--- config.mk ---
export PLATFORM = sky130hd
export DESIGN_NAME = dependencyGen
export DESIGN_NICKNAME = d
export VERILOG_FILES = /design/src/rtl/isaPkg.sv /design/src/rtl/renamePkg.sv /design/src/rtl/dependDecoder.sv /design/src/rtl/renameStage.sv /design/src/rtl/dependencyGen.sv
export SDC_FILE = /design/constraint.sdc
export NUM_CORES = 1
export LEC_CHECK = 0
export ABC_CLOCK_PERIOD_IN_PS = 6900
export BUFFER_PORTS_ARGS = -buffer_cell sky130_fd_sc_hd__buf_2
export CORE_AREA = 2 2 145 147
export DETAILED_ROUTE_END_ITERATION = 12
export DIE_AREA = 0 0 147 149
export PLACE_DENSITY_LB_ADDON = 0.15
export SETUP_SLACK_MARGIN = 0.4
export SYNTH_ARGS = -nofsm -noshare
export SYNTH_HDL_FRONTEND = slang
export SYNTH_HIERARCHICAL = 1
export SYNTH_SLANG_ARGS = --single-unit
--- constraint.sdc ---
create_clock -name clock -period 6.9 [get_ports clock]
set_clock_uncertainty 0.1 [all_clocks]
set_input_delay 1.38 -clock clock [delete_from_list [all_inputs] [get_ports clock]]
set_output_delay 1.38 -clock clock [all_outputs]
set_load 0.005 [all_outputs]
--- src/rtl/isaPkg.sv ---
package isaPkg;

	localparam int instrWidth = 16;

	// each register field is given by the low bit of its nibble
	localparam int fieldWidth = 4;
	localparam int fieldD = 0;
	localparam int fieldB = 4;
	localparam int fieldA = 8;

	// IDs are named by their code
	typedef enum logic [4:0] {
		id00, id01, id02, id03, id04, id05, id06, id07,
		id08, id09, id0A, id0B, id0C, id0D, id0E, id0F,
		id10, id11, id12, id13, id14, id15, id16, id17,
		id18, id19, id1A, id1B, id1C, id1D, id1E, id1F
	} instrIdT;

	localparam int specialWidth = 3;
	localparam int specJump = 0;
	localparam int specMemRead = 1;
	localparam int specMemWrite = 2;

endpackage

--- src/rtl/renamePkg.sv ---
package renamePkg;

	// each renamed architectural register has a shadow copy at index + archRegs
	localparam int archRegs = 16;

	// the status register sits just above the architectural registers
	localparam int statusReg = 16;

	localparam int logMaskWidth = 17;

	// two copies of every register plus the status bit on top
	localparam int physMaskWidth = 33;

	// registers 0 and 1 keep a single copy
	localparam int firstRenamed = 2;

endpackage

--- src/rtl/dependDecoder.sv ---
`timescale 1ns/1ps

module dependDecoder (
	input  logic                              clock,
	input  logic                              reset,
	input  logic                              inValid,
	input  logic [isaPkg::instrWidth-1:0]     instruction,
	input  logic                              decReady,
	output logic                              inReady,
	output logic                              decValid,
	output isaPkg::instrIdT                   decId,
	output logic [renamePkg::logMaskWidth-1:0] decRead,
	output logic [renamePkg::logMaskWidth-1:0] decWrite,
	output logic [isaPkg::specialWidth-1:0]   decSpecial
);

	import isaPkg::*;
	import renamePkg::*;

	logic [fieldWidth-1:0] regD;
	logic [fieldWidth-1:0] regB;
	logic [fieldWidth-1:0] regA;
	instrIdT idNext;
	logic [logMaskWidth-1:0] readNext;
	logic [logMaskWidth-1:0] writeNext;
	logic [specialWidth-1:0] specNext;

	assign regD = instruction[fieldD +: fieldWidth];
	assign regB = instruction[fieldB +: fieldWidth];
	assign regA = instruction[fieldA +: fieldWidth];

	// an all-ones top nibble selects the extended half of the ID space
	assign idNext = (&instruction[instrWidth-1 -: fieldWidth]) ?
		instrIdT'({1'b1, regA}) :
		instrIdT'({1'b0, instruction[instrWidth-1 -: fieldWidth]});

	always_comb begin
		readNext = '0;
		writeNext = '0;
		specNext = '0;
		case (idNext)
			id00: begin
				writeNext[regD] = 1'b1;
			end
			id01: begin
				readNext[regD] = 1'b1;
				writeNext[regD] = 1'b1;
			end
			id02: begin
				readNext[1] = 1'b1;
				writeNext[regD] = 1'b1;
				specNext[specMemRead] = 1'b1;
			end
			id03: begin
				readNext[1] = 1'b1;
				readNext[regD] = 1'b1;
				specNext[specMemWrite] = 1'b1;
			end
			id04, id05, id06, id0A, id0C, id0D: begin
				readNext[regA] = 1'b1;
				readNext[regB] = 1'b1;
				writeNext[regD] = 1'b1;
			end
			id07: begin
				readNext[regA] = 1'b1;
				readNext[regB] = 1'b1;
				readNext[regD] = 1'b1;
				writeNext[regB] = 1'b1;
				writeNext[regD] = 1'b1;
			end
			id08: begin
				readNext[regA] = 1'b1;
				readNext[regB] = 1'b1;
				writeNext[regD] = 1'b1;
				specNext[specMemRead] = 1'b1;
			end
			id09: begin
				readNext[regA] = 1'b1;
				readNext[regB] = 1'b1;
				readNext[regD] = 1'b1;
				specNext[specMemWrite] = 1'b1;
			end
			id0B: begin
				readNext[regA] = 1'b1;
				readNext[regB] = 1'b1;
				readNext[15] = 1'b1;
				writeNext[regD] = 1'b1;
				writeNext[15] = 1'b1;
			end
			id0E: begin
				readNext[regA] = 1'b1;
				readNext[regB] = 1'b1;
				readNext[regD] = 1'b1;
				specNext[specJump] = 1'b1;
			end
			id10: begin
				readNext[regD] = 1'b1;
				readNext[statusReg] = 1'b1;
				writeNext[statusReg] = 1'b1;
				specNext[specMemWrite] = 1'b1;
			end
			id11: begin
				readNext[regD] = 1'b1;
				readNext[regB] = 1'b1;
				readNext[statusReg] = 1'b1;
				writeNext[statusReg] = 1'b1;
				specNext[specMemWrite] = 1'b1;
			end
			id12: begin
				readNext[statusReg] = 1'b1;
				writeNext[regD] = 1'b1;
				writeNext[statusReg] = 1'b1;
				specNext[specMemRead] = 1'b1;
			end
			id13: begin
				readNext[statusReg] = 1'b1;
				writeNext[regD] = 1'b1;
				writeNext[regB] = 1'b1;
				writeNext[statusReg] = 1'b1;
				specNext[specMemRead] = 1'b1;
			end
			id14, id15, id16: begin
				readNext[regB] = 1'b1;
				writeNext[regD] = 1'b1;
			end
			id17: begin
				readNext[regB] = 1'b1;
				readNext[regD] = 1'b1;
				writeNext[regD] = 1'b1;
			end
			id18: begin
				readNext[regB] = 1'b1;
				readNext[regD] = 1'b1;
				readNext[13] = 1'b1;
				readNext[14] = 1'b1;
				writeNext[13] = 1'b1;
				writeNext[14] = 1'b1;
			end
			id19: begin
				readNext[regB] = 1'b1;
				readNext[regD] = 1'b1;
				writeNext[regB] = 1'b1;
				writeNext[regD] = 1'b1;
			end
			id1A: begin
				readNext[regB] = 1'b1;
				readNext[regD] = 1'b1;
				readNext[0] = 1'b1;
				readNext[1] = 1'b1;
				readNext[statusReg] = 1'b1;
				writeNext[0] = 1'b1;
				writeNext[statusReg] = 1'b1;
				specNext[specJump] = 1'b1;
				specNext[specMemWrite] = 1'b1;
			end
			id1B: begin
				readNext[0] = 1'b1;
				writeNext[0] = 1'b1;
				writeNext[1] = 1'b1;
				writeNext[statusReg] = 1'b1;
				specNext[specJump] = 1'b1;
				specNext[specMemRead] = 1'b1;
			end
			id1C: begin
				readNext[regB] = 1'b1;
				readNext[13] = 1'b1;
				writeNext[regD] = 1'b1;
				specNext[specMemRead] = 1'b1;
			end
			id1D: begin
				readNext[regD] = 1'b1;
				readNext[regB] = 1'b1;
				readNext[13] = 1'b1;
				specNext[specMemWrite] = 1'b1;
			end
			id1E: begin
				readNext[regD] = 1'b1;
				readNext[regB] = 1'b1;
				specNext[specJump] = 1'b1;
			end
			id1F: begin
				readNext[regD] = 1'b1;
				readNext[statusReg] = 1'b1;
				writeNext[regD] = 1'b1;
				writeNext[statusReg] = 1'b1;
			end
			// id0F cannot be formed from any word and keeps the empty masks
			default: ;
		endcase
	end

	assign inReady = !decValid || decReady;

	always_ff @(posedge clock) begin
		if (reset) begin
			decValid <= 1'b0;
		end else if (inReady) begin
			decValid <= inValid;
		end
	end

	always_ff @(posedge clock) begin
		if (inValid && inReady) begin
			decId <= idNext;
			decRead <= readNext;
			decWrite <= writeNext;
			decSpecial <= specNext;
		end
	end

	noImpossibleId: assert property (@(posedge clock) disable iff (reset)
		decValid |-> decId != id0F);

	// a stalled item must not change before the rename stage takes it
	holdWhileStalled: assert property (@(posedge clock) disable iff (reset)
		decValid && !decReady |=> decValid && $stable({decId, decRead, decWrite, decSpecial}));

endmodule

--- src/rtl/renameStage.sv ---
`timescale 1ns/1ps

module renameStage (
	input  logic                               clock,
	input  logic                               reset,
	input  logic                               decValid,
	input  isaPkg::instrIdT                    decId,
	input  logic [renamePkg::logMaskWidth-1:0]  decRead,
	input  logic [renamePkg::logMaskWidth-1:0]  decWrite,
	input  logic [isaPkg::specialWidth-1:0]    decSpecial,
	input  logic                               outReady,
	output logic                               decReady,
	output logic                               outValid,
	output isaPkg::instrIdT                    instrId,
	output logic [renamePkg::physMaskWidth-1:0] readMask,
	output logic [renamePkg::physMaskWidth-1:0] writeMask,
	output logic [isaPkg::specialWidth-1:0]    special,
	output logic [renamePkg::archRegs-1:0]     renameState
);

	import renamePkg::*;

	logic [archRegs-1:0] stateNext;
	logic [physMaskWidth-1:0] readNext;
	logic [physMaskWidth-1:0] writeNext;

	// renameState is the live state and also the state reported with the output item
	always_comb begin
		readNext = '0;
		writeNext = '0;
		stateNext = renameState;
		for (int r = 0; r < firstRenamed; r++) begin
			readNext[r] = decRead[r];
			writeNext[r] = decWrite[r];
		end
		for (int r = firstRenamed; r < archRegs; r++) begin
			// a pure write allocates the other copy, read-modify-write stays put
			stateNext[r] = renameState[r] ^ (decWrite[r] && !decRead[r]);
			if (renameState[r])
				readNext[r + archRegs] = decRead[r];
			else
				readNext[r] = decRead[r];
			if (stateNext[r])
				writeNext[r + archRegs] = decWrite[r];
			else
				writeNext[r] = decWrite[r];
		end
		readNext[physMaskWidth-1] = decRead[statusReg];
		writeNext[physMaskWidth-1] = decWrite[statusReg];
	end

	assign decReady = !outValid || outReady;

	always_ff @(posedge clock) begin
		if (reset) begin
			outValid <= 1'b0;
			renameState <= '0;
		end else if (decReady) begin
			outValid <= decValid;
			if (decValid)
				renameState <= stateNext;
		end
	end

	always_ff @(posedge clock) begin
		if (decValid && decReady) begin
			instrId <= decId;
			readMask <= readNext;
			writeMask <= writeNext;
			special <= decSpecial;
		end
	end

	oneCopyPerReg: assert property (@(posedge clock) disable iff (reset)
		outValid |-> (readMask[archRegs-1:0] & readMask[2*archRegs-1:archRegs]) == '0 &&
		(writeMask[archRegs-1:0] & writeMask[2*archRegs-1:archRegs]) == '0);

	// registers 0 and 1 have no shadow copy
	noShadowLowRegs: assert property (@(posedge clock) disable iff (reset)
		outValid |-> readMask[archRegs +: firstRenamed] == '0 &&
		writeMask[archRegs +: firstRenamed] == '0);

endmodule

--- src/rtl/dependencyGen.sv ---
`timescale 1ns/1ps

module dependencyGen (
	input  logic                               clock,
	input  logic                               reset,
	input  logic                               inValid,
	input  logic [isaPkg::instrWidth-1:0]      instruction,
	output logic                               inReady,
	input  logic                               outReady,
	output logic                               outValid,
	output isaPkg::instrIdT                    instrId,
	output logic [renamePkg::physMaskWidth-1:0] readMask,
	output logic [renamePkg::physMaskWidth-1:0] writeMask,
	output logic [isaPkg::specialWidth-1:0]    special,
	output logic [renamePkg::archRegs-1:0]     renameState
);

	import isaPkg::*;
	import renamePkg::*;

	logic decValid;
	logic decReady;
	instrIdT decId;
	logic [logMaskWidth-1:0] decRead;
	logic [logMaskWidth-1:0] decWrite;
	logic [specialWidth-1:0] decSpecial;

	dependDecoder decoder (
		.clock(clock),
		.reset(reset),
		.inValid(inValid),
		.instruction(instruction),
		.decReady(decReady),
		.inReady(inReady),
		.decValid(decValid),
		.decId(decId),
		.decRead(decRead),
		.decWrite(decWrite),
		.decSpecial(decSpecial)
	);

	renameStage rename (
		.clock(clock),
		.reset(reset),
		.decValid(decValid),
		.decId(decId),
		.decRead(decRead),
		.decWrite(decWrite),
		.decSpecial(decSpecial),
		.outReady(outReady),
		.decReady(decReady),
		.outValid(outValid),
		.instrId(instrId),
		.readMask(readMask),
		.writeMask(writeMask),
		.special(special),
		.renameState(renameState)
	);

endmodule

* After elaboration in Yosys (flattened, before gate mapping)
Cells that the tools add are included.
** Storage, ports and cells
- Memories :: 0
- Bits of input ports :: 20
- ROM bits :: 0
- Bits in latches :: 0
- Output and inout bits :: 92
- Register bits after elaboration :: 128
- RAM bits :: 0
- Word-level logic and storage cells :: 201
** Cells by class
- Multipliers :: 0
- Shifts and indexed selects :: 0
- Eq/ne operators :: 30
- Muxes and demuxes :: 20
- Add/sub/neg operators :: 0
- $lt $le $gt $ge :: 6
- Reductions and logical operators :: 61
- Bitwise gates (word level) :: 17
- Divide/modulo/power cells :: 0
** Operator list (number)
- case mux 14 bit (9 select lines) :: 1
- == test 5 bit (second input constant) :: 16
- == test 5 x 4 -> 1 bit (second input constant) :: 7
- bitwise OR 16 bit :: 2
- OR reduction 6 bit :: 4
- case mux 11 bit (2 select lines) :: 1
- == test 5 x 3 -> 1 bit (second input constant) :: 4
- logical AND 1 bit :: 19
- < comparator 4 x 6 -> 1 bit (second input constant) :: 3
- OR reduction 18 bit :: 1
- bitwise OR 17 x 16 -> 17 bit :: 1
- OR reduction 17 bit :: 1
- logical NOT 1 bit :: 16
- OR reduction 3 bit :: 5
- OR reduction 7 bit :: 2
- XOR 1 bit :: 14
- demux 1 bit (select 4 bit) :: 3
- greater-or-equal comparator 4 x 1 -> 1 bit (second input constant) :: 3
- case mux 1 bit (6 select lines) :: 2
- OR reduction 4 bit :: 3
- == test 5 x 2 -> 1 bit (second input constant) :: 2
- OR reduction 5 bit :: 2
- case mux 1 bit (3 select lines) :: 3
- OR reduction 8 bit :: 1
- 11 further kinds :: 18

* Depth between registers and ports, before layout
Gate-level depths: netlist of the first run.
- Word-level depth :: 7
- Mapped depth :: 9
- Gate-level depth less buffers :: 7

* Cells and area by module
Netlist of the first run, hierarchy kept.
** By module, submodules not included
- renameStage :: cells each 230, times used 1, seq. area each 2402.3 um^2, area each 3379.5 um^2
- dependDecoder :: cells each 345, times used 1, seq. area each 1281.2 um^2, area each 3029.2 um^2

* Worst setup path after synthesis of the first run
Ideal clock, no wire load.
- Kind :: in2reg
- Start :: in outReady
- End :: reg rename.instrId[0], enable pin
- Library setup time :: 0.498 ns
- Slack :: 1.666 ns
- Path buffers :: 2
- Required time :: 6.302 ns
- Cell stages on the path :: 4
- Arrival :: 4.635 ns
- Path through :: nor2b_4 buf_6 buf_2 nor2_1
** Between the ends
- Word-level cells in the longest chain between the ends :: 2
** RTL lines
- start, declared :: RTL line dependencyGen.sv:9 : input logic outReady,
- logical OR 1 bit :: RTL line renameStage.sv:52 : assign decReady = !outValid || outReady;
- logical AND 1 bit :: RTL line renameStage.sv:66 : if (decValid && decReady) begin
- end signal, assigned :: RTL line renameStage.sv:67 : instrId <= decId;
- end, declared :: RTL line renameStage.sv:14 : output isaPkg::instrIdT instrId,
No other way between the ends.
A chain may end at the register's enable or synchronous reset.

* Worst setup path in the final report of the first run
- Start :: in outReady
- End :: out inReady
** Between the ends
- Word-level cells in the longest chain between the ends :: 2
** RTL lines
- logical OR 1 bit :: RTL line renameStage.sv:52
- via decReady :: RTL line dependencyGen.sv:22 : logic decReady;
- logical OR 1 bit :: RTL line dependDecoder.sv:192 : assign inReady = !decValid || decReady;
- end, declared :: RTL line dependencyGen.sv:8 : output logic inReady,
The timed path passes the listed nets, and every way through them passes these cells.

==> results of run 1 <==
layout by cell type, fill, tap and decap left out, types with 3 or more instances in the layout:
cell | netlist | final
a21o_1 | 3 | 3
bufinv_16 | 0 | 4
o21ai_0 | 15 | 15
nand4_1 | 4 | 4
o21ai_1 | 3 | 3
a31oi_1 | 9 | 9
o211ai_1 | 3 | 3
buf_2 | 11 | 105
conb_1 | 1 | 6
nor3_1 | 11 | 11
o221ai_1 | 7 | 7
and2_1 | 33 | 32
nand3_1 | 12 | 12
clkbuf_1 | 9 | 4
nor2_1 | 46 | 45
xnor2_1 | 15 | 15
dfxtp_1 | 16 | 16
o31ai_1 | 16 | 16
inv_1 | 5 | 5
a21oi_2 | 6 | 6
o22ai_1 | 12 | 12
nor2b_1 | 41 | 41
or4_1 | 14 | 14
edfxtp_1 | 112 | 112
a21oi_1 | 47 | 47
nand2_1 | 33 | 33
nand2b_1 | 26 | 26
clkbuf_16 | 0 | 17
sequential cells by signal, summed over array words and instances, names as in the netlist:
signal	count
rename/readMask	31
rename/writeMask	31
decoder/decRead	17
decoder/decWrite	17
rename/renameState	14
decoder/decId	5
rename/instrId	5
decoder/decSpecial	3
rename/special	3
decoder/decValid	1
rename/outValid	1
worst max-delay path by stage:
stage / to / slack (ns) / cells past startpoint
floorplan: rename/instrId[0] / 1.67 / 4
global placement: inReady / 3.02 / 5
detailed placement: inReady / 2.98 / 5
CTS: inReady / 2.98 / 5
global route: inReady / 2.90 / 5
finish: inReady / 2.98 / 5
synthesized netlist by cell type (12+ instances only):
cell type	count	area share [%]
nand2b_1	26	2.5
nand3_1	12	0.94
or4_1	14	1.6
nor2_1	46	2.7
o31ai_1	16	1.9
o21ai_0	15	1.2
nand2_1	33	1.9
xnor2_1	15	2.1
a21oi_1	47	3.7
o22ai_1	12	1.2
nor2b_1	41	4.0
dfxtp_1	16	5.0
edfxtp_1	112	52
and2_1	33	3.2
logic make-up (layout without fill, tap and decap cells):
family | count (synthesis) | in the layout | synth area share (%)
compound gates | 146 | 146 | 15.35
xor+xnor | 15 | 15 | 2.050
buf+inv | 46 | 146 | 4.295
flops | 128 | 128 | 57.48
mux | 2 | 2 | 0.3124
other cells | 1 | 6 | 0.05851
simple gates | 237 | 237 | 20.46
layer usage:
metal	vias up	global-route usage [%]
met5	-	0
met4	0	6.106
met3	26	4.190
met2	172	22.84
met1	2337	21.46
li1	2305	-
through the flow:
| stage | util, % | instance area (um2) | hold slack (ns) | total power, mW | cells |
|---|---|---|---|---|---|
| finish | 37.43 | 7694 | 0.3140 | 2.029 | 955 |
| global route | 37.43 | 7694 | 0.3302 | 2.107 | 955 |
| CTS | 37.43 | 7694 | 0.3162 | 2.056 | 955 |
| detailed placement | 34.39 | 7071 | 0.3063 | 1.104 | 923 |
| global placement | 34.39 | 7071 | 0.3031 | 1.100 | 923 |
| floorplan | - | 6427 | 0.3003 | 1.041 | 580 |
cell type report:
cell class	instances	share of cell area, %
clock buffer	23	6.082
clock inverter	9	2.017
inverter	8	0.4228
multi-input combinational	406	32.20
sequential	128	47.88
tap	275	4.472
timing repair buffer	106	6.928
worst max-delay path: stages:
cell and delay (ns):
buf_2 0.11, nor2b_4 0.57, inv_2 0.06, nand2b_1 0.18
buf_2 0.13
power breakdown:
| part | switching [mW] | total [mW] | internal [mW] | leakage [nW] |
|---|---|---|---|---|
| clock | 0.318 | 0.943 | 0.625 | 0.302 |
| sequential | 0.0203 | 0.909 | 0.888 | 1.23 |
| combinational | 0.116 | 0.178 | 0.0623 | 1.27 |
==> impl_metrics.json, run 1 <==
{
  "status": "completed",
  "endpoint_kind": "output pin",
  "num_io_pins": 112,
  "ys.flop_type": "edfxtp_1",
  "wl_per_cell_um": 17.56,
  "reg2regPathDepth": 3,
  "preCtsSetupSlack_ns": 2.980,
  "postCtsSetupBuffers": 0,
  "hp-start": "decoder/decRead[1]",
  "crit_fanout": 30,
  "top_layer": "met4",
  "start_util_pct": 31.17,
  "hpwlAfterDp_um": 12300,
  "wl_met3_um": 966,
  "p_leak_nw": 2.805,
  "hp-class": "flop to flop",
  "critical_path_class": "input pin to output pin",
  "cts_resized": 0,
  "syn_inst": 575,
  "rsz0062_at_grt": "false",
  "grt_max_degree": 53,
  "cts-buffers-inserted": 17,
  "tns_ns": 0,
  "antenna_found_initial": 0,
  "critPathLaunch": "outReady",
  "final.min_clock_period_ns": 3.922,
  "setup_viol_count_final": 0,
  "n_fill_cell": 2099,
  "vias": 4840,
  "finalCritPeriodShare_pct": 56.83,
  "cts_root_buf": "clkbuf_16",
  "antenna_cells": 0,
  "routedLengthMet1_um": 7993,
  "synth_area_per_cell_um2": 11.15,
  "synth-edff-count": 112,
  "ys_warn_count": 6,
  "wl_met2_um": 7441,
  "startpoint_type": "input pin",
  "arrival_ns": 2.44,
  "syn-cell-area_mm2": 0.006409,
  "portBuffers": 105,
  "synth_cell_type_count": 66,
  "core_mm2": 0.02056,
  "cts_hold_buf": 0,
  "ys_ff_latch": 128,
  "drc": 0,
  "max_freq_ghz": 0.2550,
  "hold_end": "rename/readMask[1]",
  "die_height_um": 149,
  "r2r_end": "rename/writeMask[24]",
  "worstPathRequired_ns": 5.42,
  "grt_first_pass_wirelength_um": 25890,
  "die_w_um": 147,
  "htree_levels": 4,
  "hold_depth": 0,
  "avgViaCountPerCell": 5.068,
  "finalNetCount": 687,
  "area_growth_pct": 20.05,
  "gp_congestion": 0.9103,
  "worst_slew_pin_slew_ns": 1.011,
  "clk_path_buf_depth": 2,
  "multi_input_area_mm2": 0.002477,
  "worst_slack_ns": 2.978,
  "clock_latency_ns": 0.41,
  "vdd_drop_max_mv": 0.1390,
  "clk_pin_slew_worst_paths_ns": 0.05,
  "cts_tree": "yes",
  "async_reset_ff_share_pct": 0,
  "grt_pass1_vias": 4688,
  "drt-total-wl_um": 16770,
  "cap_violations": 0,
  "die-area_mm2": 0.02190,
  "final_hold_viol_count": 0,
  "relSlewSlack_pct": 32.61,
  "power_density_mw_per_mm2": 263.8,
  "fp-row-count": 53,
  "track_usage_pct": 15.40,
  "cts_num_sinks": 128,
  "drive_above_1_share_pct": 23.24,
  "firstDrtPassIters": 5,
  "ant_nets": 0,
  "seq_area_mm2": 0.003684,
  "ff2ff_setup_slack_ns": 4.69,
  "yosysSeqAreaShare_pct": 57.48,
  "grt.overflow.total": 0,
  "critical_path.reg2reg.startpoint": "decoder/decValid",
  "drv_slew": 0,
  "drt_iter0_markers": 514
}
No activity file was read; power rests on OpenSTA's default activity.
==> run 2, diff against run 1 <==
- ABC_CLOCK_PERIOD_IN_PS: 6900 -> 3200
- clock period: 6.9 -> 3.2 ns (I/O delays scaled with it)
==> run 2 against run 1 <==
Compared with the run above:
- non-clock buffer count grew 18
- total power grew 110%
- combinational power is 130% higher
- routed wire length up 1.6%
- die area unchanged
- critical endpoint is now decoder/decWrite[15]
- largest power group unchanged
- highest routed layer unchanged
==> impl_metrics.json, run 2 (synthesis results as in run 1) <==
{
  "status": "completed",
  "power_density_mw_per_mm2": 554.9,
  "hp-class": "flop to flop",
  "antenna_cells": 0,
  "final.min_clock_period_ns": 2.488,
  "busiest_layer": "met2",
  "drt-total-wl_um": 17030,
  "use_met2_pct": 24.81,
  "top_regs": "rename/readMask: 31 flops, rename/writeMask: 31 flops",
  "rsz0062_at_grt": "false",
  "hpwlAfterDp_um": 12670,
  "cts_tree": "yes",
  "clk_path_buf_depth": 2,
  "reg2regPathDepth": 4,
  "drt_iter0_markers": 365,
  "antenna_found_initial": 0,
  "drc": 0,
  "track_usage_pct": 15.82,
  "r2r_end": "rename/readMask[5]",
  "worst_slew_pin_slew_ns": 0.7457,
  "hp-start": "decoder/decWrite[16]",
  "hold_end": "rename/writeMask[32]",
  "worst_slack_ns": 0.7118,
  "firstDrtPassIters": 4,
  "avgViaCountPerCell": 4.957,
  "finalNetCount": 705,
  "setup_viol_count_final": 0,
  "endpoint_kind": "flop",
  "cap_violations": 0,
  "die_height_um": 149,
  "stdcell_count": 973,
  "vias": 4823,
  "gp_congestion": 0.8620,
  "drive_above_1_share_pct": 25.79,
  "cts_hold_buf": 0,
  "start_util_pct": 31.17,
  "max_freq_ghz": 0.4019,
  "grt_max_degree": 53,
  "cts-buffers-inserted": 17,
  "cts_num_sinks": 128,
  "grt_pass1_vias": 4719,
  "cts_root_buf": "clkbuf_16",
  "final_common_cell": "edfxtp_1",
  "die_w_um": 147,
  "grt.overflow.total": 0,
  "worstPathRequired_ns": 3.20,
  "dp_cells": 941,
  "critical_path.reg2reg.startpoint": "rename/outValid",
  "core_mm2": 0.02056,
  "relSlewSlack_pct": 50.12,
  "clk_pin_slew_worst_paths_ns": 0.05,
  "portBuffers": 105,
  "fp-row-count": 53,
  "tns_ns": 0,
  "num_io_pins": 112,
  "area_growth_pct": 22.12,
  "startpoint_type": "input pin",
  "p_leak_nw": 2.894,
  "wl_per_cell_um": 17.50,
  "use_met3_pct": 3.364,
  "grt_first_pass_wirelength_um": 26300,
  "ant_nets": 0,
  "die-area_mm2": 0.02190,
  "layout_common_cells": "edfxtp_1 (112), buf_2 (105), a21oi_1 (47), nor2_1 (45), nor2b_1 (41)",
  "clock_latency_ns": 0.42,
  "grt_util_met1_pct": 21.28,
  "vdd_drop_max_mv": 0.3155,
  "postCtsSetupBuffers": 0,
  "crit_fanout": 20,
  "final_hold_viol_count": 0,
  "hold_depth": 0,
  "drv_slew": 0,
  "preCtsSetupSlack_ns": 0.2932,
  "cts_resized": 0,
  "ff2ff_setup_slack_ns": 1.38,
  "htree_levels": 4,
  "finalCritPeriodShare_pct": 77.76,
  "critical_path_class": "input pin to flop",
  "arrival_ns": 2.49
}
run 2: changes by cell type in the layout (fill, tap and decap cells not counted), sizes merged:
cell    delta
inv        +3
bufinv     -1
buf       +18
clkinv     +4
clkbuf     -6
run 2: worst max path at each step:
stage / from / to / slack, ns
after floorplan: outReady / decoder/decId[0] / 0.49
after global placement: instruction[14] / decoder/decWrite[15] / 0.29
after detailed placement: instruction[14] / decoder/decWrite[8] / 0.29
after CTS: instruction[14] / decoder/decWrite[8] / 0.76
after global routing: instruction[14] / decoder/decWrite[14] / 0.63
final: instruction[14] / decoder/decWrite[15] / 0.71
run 2: per-layer routing:
metal / up-vias / share of wire, %
li1: 2350 / -
met1: 2323 / 47
met2: 132 / 47
met3: 18 / 4.4
met4: 0 / 1.6
met5: - / 0
run 2: final cells by class:
type / count / area (um2)
fill: 2092 / 12730
sequential: 128 / 3684
multi-input combinational: 406 / 2477
timing repair buffer: 124 / 680.7
clock buffer: 17 / 425.4
tap: 275 / 344.1
clock inverter: 15 / 182.7
inverter: 8 / 32.53
run 2: report_power, final:
| group | leakage, nW | total [mW] | internal (mW) | switching (mW) |
|---|---|---|---|---|
| clock | 0.298 | 1.98 | 1.23 | 0.746 |
| combinational | 1.36 | 0.406 | 0.150 | 0.257 |
| sequential | 1.23 | 1.96 | 1.91 | 0.0430 |
run 2: critical path, cell delays in order:
cell and delay [ns]:
buf_2 0.23, nand4_2 0.24, inv_4 0.08, a21o_4 0.23
a21o_1 0.20, nor3_4 0.65, a21oi_1 0.20
run 2: metrics by stage:
stage          util (%)  hold slack, ns  power (mW)  instance area [um2]
6_report          38.07          0.3188       4.342                 7826
5_1_grt           38.07          0.3257       4.531                 7826
4_1_cts           38.07          0.3197       4.404                 7826
3_5_place_dp      35.11          0.3052       2.400                 7218
3_3_place_gp      35.11          0.3043       2.395                 7218
2_1_floorplan         -          0.3003       2.242                 6435
==> run 3, diff against run 2 <==
- ABC_CLOCK_PERIOD_IN_PS: 3200 -> 2130
- clock period: 3.2 -> 2.13 ns (I/O delays scaled with it)
==> run 3 against run 2 <==
Compared with the run above:
- global-route usage is 0.90 points higher
- combinational power grew 98%
- first-iteration DRC count is 27% lower
- setup slack worse by 0.37 ns
- register-to-register slack got worse by 0.91 ns
- largest power group is now registers
==> impl_metrics.json, run 3 (synthesis results as in run 1) <==
{
  "dp_cells": 1011,
  "drive_above_1_share_pct": 37.48,
  "num_io_pins": 112,
  "portBuffers": 105,
  "clk_path_buf_depth": 2,
  "placed_area_mm2": 0.007898,
  "grt_pass1_vias": 5081,
  "grt_first_pass_wirelength_um": 28120,
  "vdd_drop_max_mv": 0.5092,
  "die-area_mm2": 0.02190,
  "ant_nets": 0,
  "die_w_um": 147,
  "stdcell_count": 1054,
  "worstPathRequired_ns": 2.18,
  "cts_tree": "yes",
  "worst_slack_ns": 0.3459,
  "antenna_cells": 0,
  "start_util_pct": 31.17,
  "switching_share_pct": 24.42,
  "power_density_mw_per_mm2": 735.4,
  "clk_pin_slew_worst_paths_ns": 0.05,
  "wl_met3_um": 712,
  "grt_max_degree": 55,
  "startpoint_type": "input pin",
  "utilization_pct": 42.69,
  "p_leak_nw": 3.406,
  "fin_area_mm2": 0.008776,
  "final_common_cell": "edfxtp_1",
  "timing.hold.ws_ns": 0.1660,
  "antenna_found_initial": 0,
  "multi_input_area_mm2": 0.002664,
  "hpwlAfterDp_um": 13520,
  "die_height_um": 149,
  "vias": 5230,
  "comb_power_share_pct": 12.4,
  "top_regs": "rename/readMask: 31 flops, rename/writeMask: 31 flops",
  "setup_viol_count_final": 0,
  "final_hold_viol_count": 0,
  "preCtsSetupSlack_ns": -0.1904,
  "wl_met2_um": 8750,
  "p_int_mw": 4.878,
  "drt_iter0_markers": 268,
  "arrival_ns": 1.83,
  "cts_num_sinks": 128,
  "critical_path_class": "input pin to flop",
  "crit_fanout": 7,
  "n_fill_cell": 2022,
  "relSlewSlack_pct": 64.49,
  "max_freq_ghz": 0.5605,
  "layout_common_cells": "edfxtp_1 (112), buf_2 (96), buf_4 (85), a21oi_1 (42), nor2_1 (41)",
  "drc": 0,
  "final.min_clock_period_ns": 1.784,
  "cap_violations": 0,
  "cts_hold_buf": 0,
  "wl_per_cell_um": 17.22,
  "gp_congestion": 0.8665,
  "drv_slew": 0,
  "hp-class": "input pin to flop",
  "avgViaCountPerCell": 4.962,
  "firstDrtPassIters": 5,
  "track_usage_pct": 16.72,
  "power_frac_seq_pct": 45.5,
  "worst_slew_pin_slew_ns": 0.5319,
  "seq_area_mm2": 0.003685,
  "core_mm2": 0.02056,
  "drt-total-wl_um": 18150,
  "p_total_mw": 6.453,
  "top_layer": "met4",
  "cts-buffers-inserted": 17,
  "finalNetCount": 786,
  "finalCritPeriodShare_pct": 83.76,
  "clock_latency_ns": 0.42,
  "cts_root_buf": "clkbuf_16",
  "area_growth_pct": 36.94,
  "tns_ns": 0,
  "routedLengthMet1_um": 8426,
  "status": "completed",
  "power_switching_mw": 1.576,
  "grt.overflow.total": 0,
  "rsz0062_at_grt": "true",
  "endpoint_kind": "flop",
  "htree_levels": 4,
  "fp-row-count": 53,
  "power_frac_clock_pct": 42.1
}
run 3: cell count changes in the layout (fill, tap and decap cells not counted), sizes merged:
cell and delta:
clkinvlp +2, inv -3, buf +80, clkbuf +4, bufinv -2
run 3: per-layer routing:
metal,track usage (%),vias to the layer above
met5,0,-
met4,4.904,0
met3,3.211,20
met2,28.03,130
met1,22.16,2569
li1,-,2511
run 3: what timing repair did:
item                                    4_1_cts  5_1_grt
gates resized for setup                      31       26
gates cloned                                  1        0
pin swaps                                     9       15
setup buffers                                 8        2
endpoints found under the setup margin       30       30
run 3: layout make-up:
cell class,instances,share of cell area (%)
Clock inverter,12,1.269
Tap cell,275,3.921
Sequential cell,128,41.99
Timing Repair Buffer,205,17.01
Multi-Input combinational cell,406,30.35
Clock buffer,20,5.090
Inverter,8,0.3707
run 3: power groups by stage:
stage	clock, mW	combinational, mW	sequential [mW]
after CTS	2.80	0.784	2.94
after floorplan	0	0.404	2.99
final	2.71	0.803	2.94
after detailed placement	0	0.746	2.99
after global routing	2.89	0.871	2.95
after global placement	0	0.740	2.98
run 3: path summary, 6_finish.rpt:
kind	start	depth (start not counted)	end	slack, ns
hold reg to reg	decoder/decId[2]	0	rename/instrId[2]	0.32
setup reg to reg	rename/outValid	5	rename/renameState[6]	0.47
hold / removal	inValid	3	decoder/decValid	0.17
setup / recovery	instruction[9]	9	decoder/decRead[7]	0.35
run 3: critical path, stage by stage:
cell and delay, ns:
buf_8 0.11, buf_12 0.13, nand2b_4 0.08, nor3_4 0.04
or2_1 0.23, or3b_4 0.42, buf_8 0.17, a21oi_4 0.12
o221ai_2 0.10
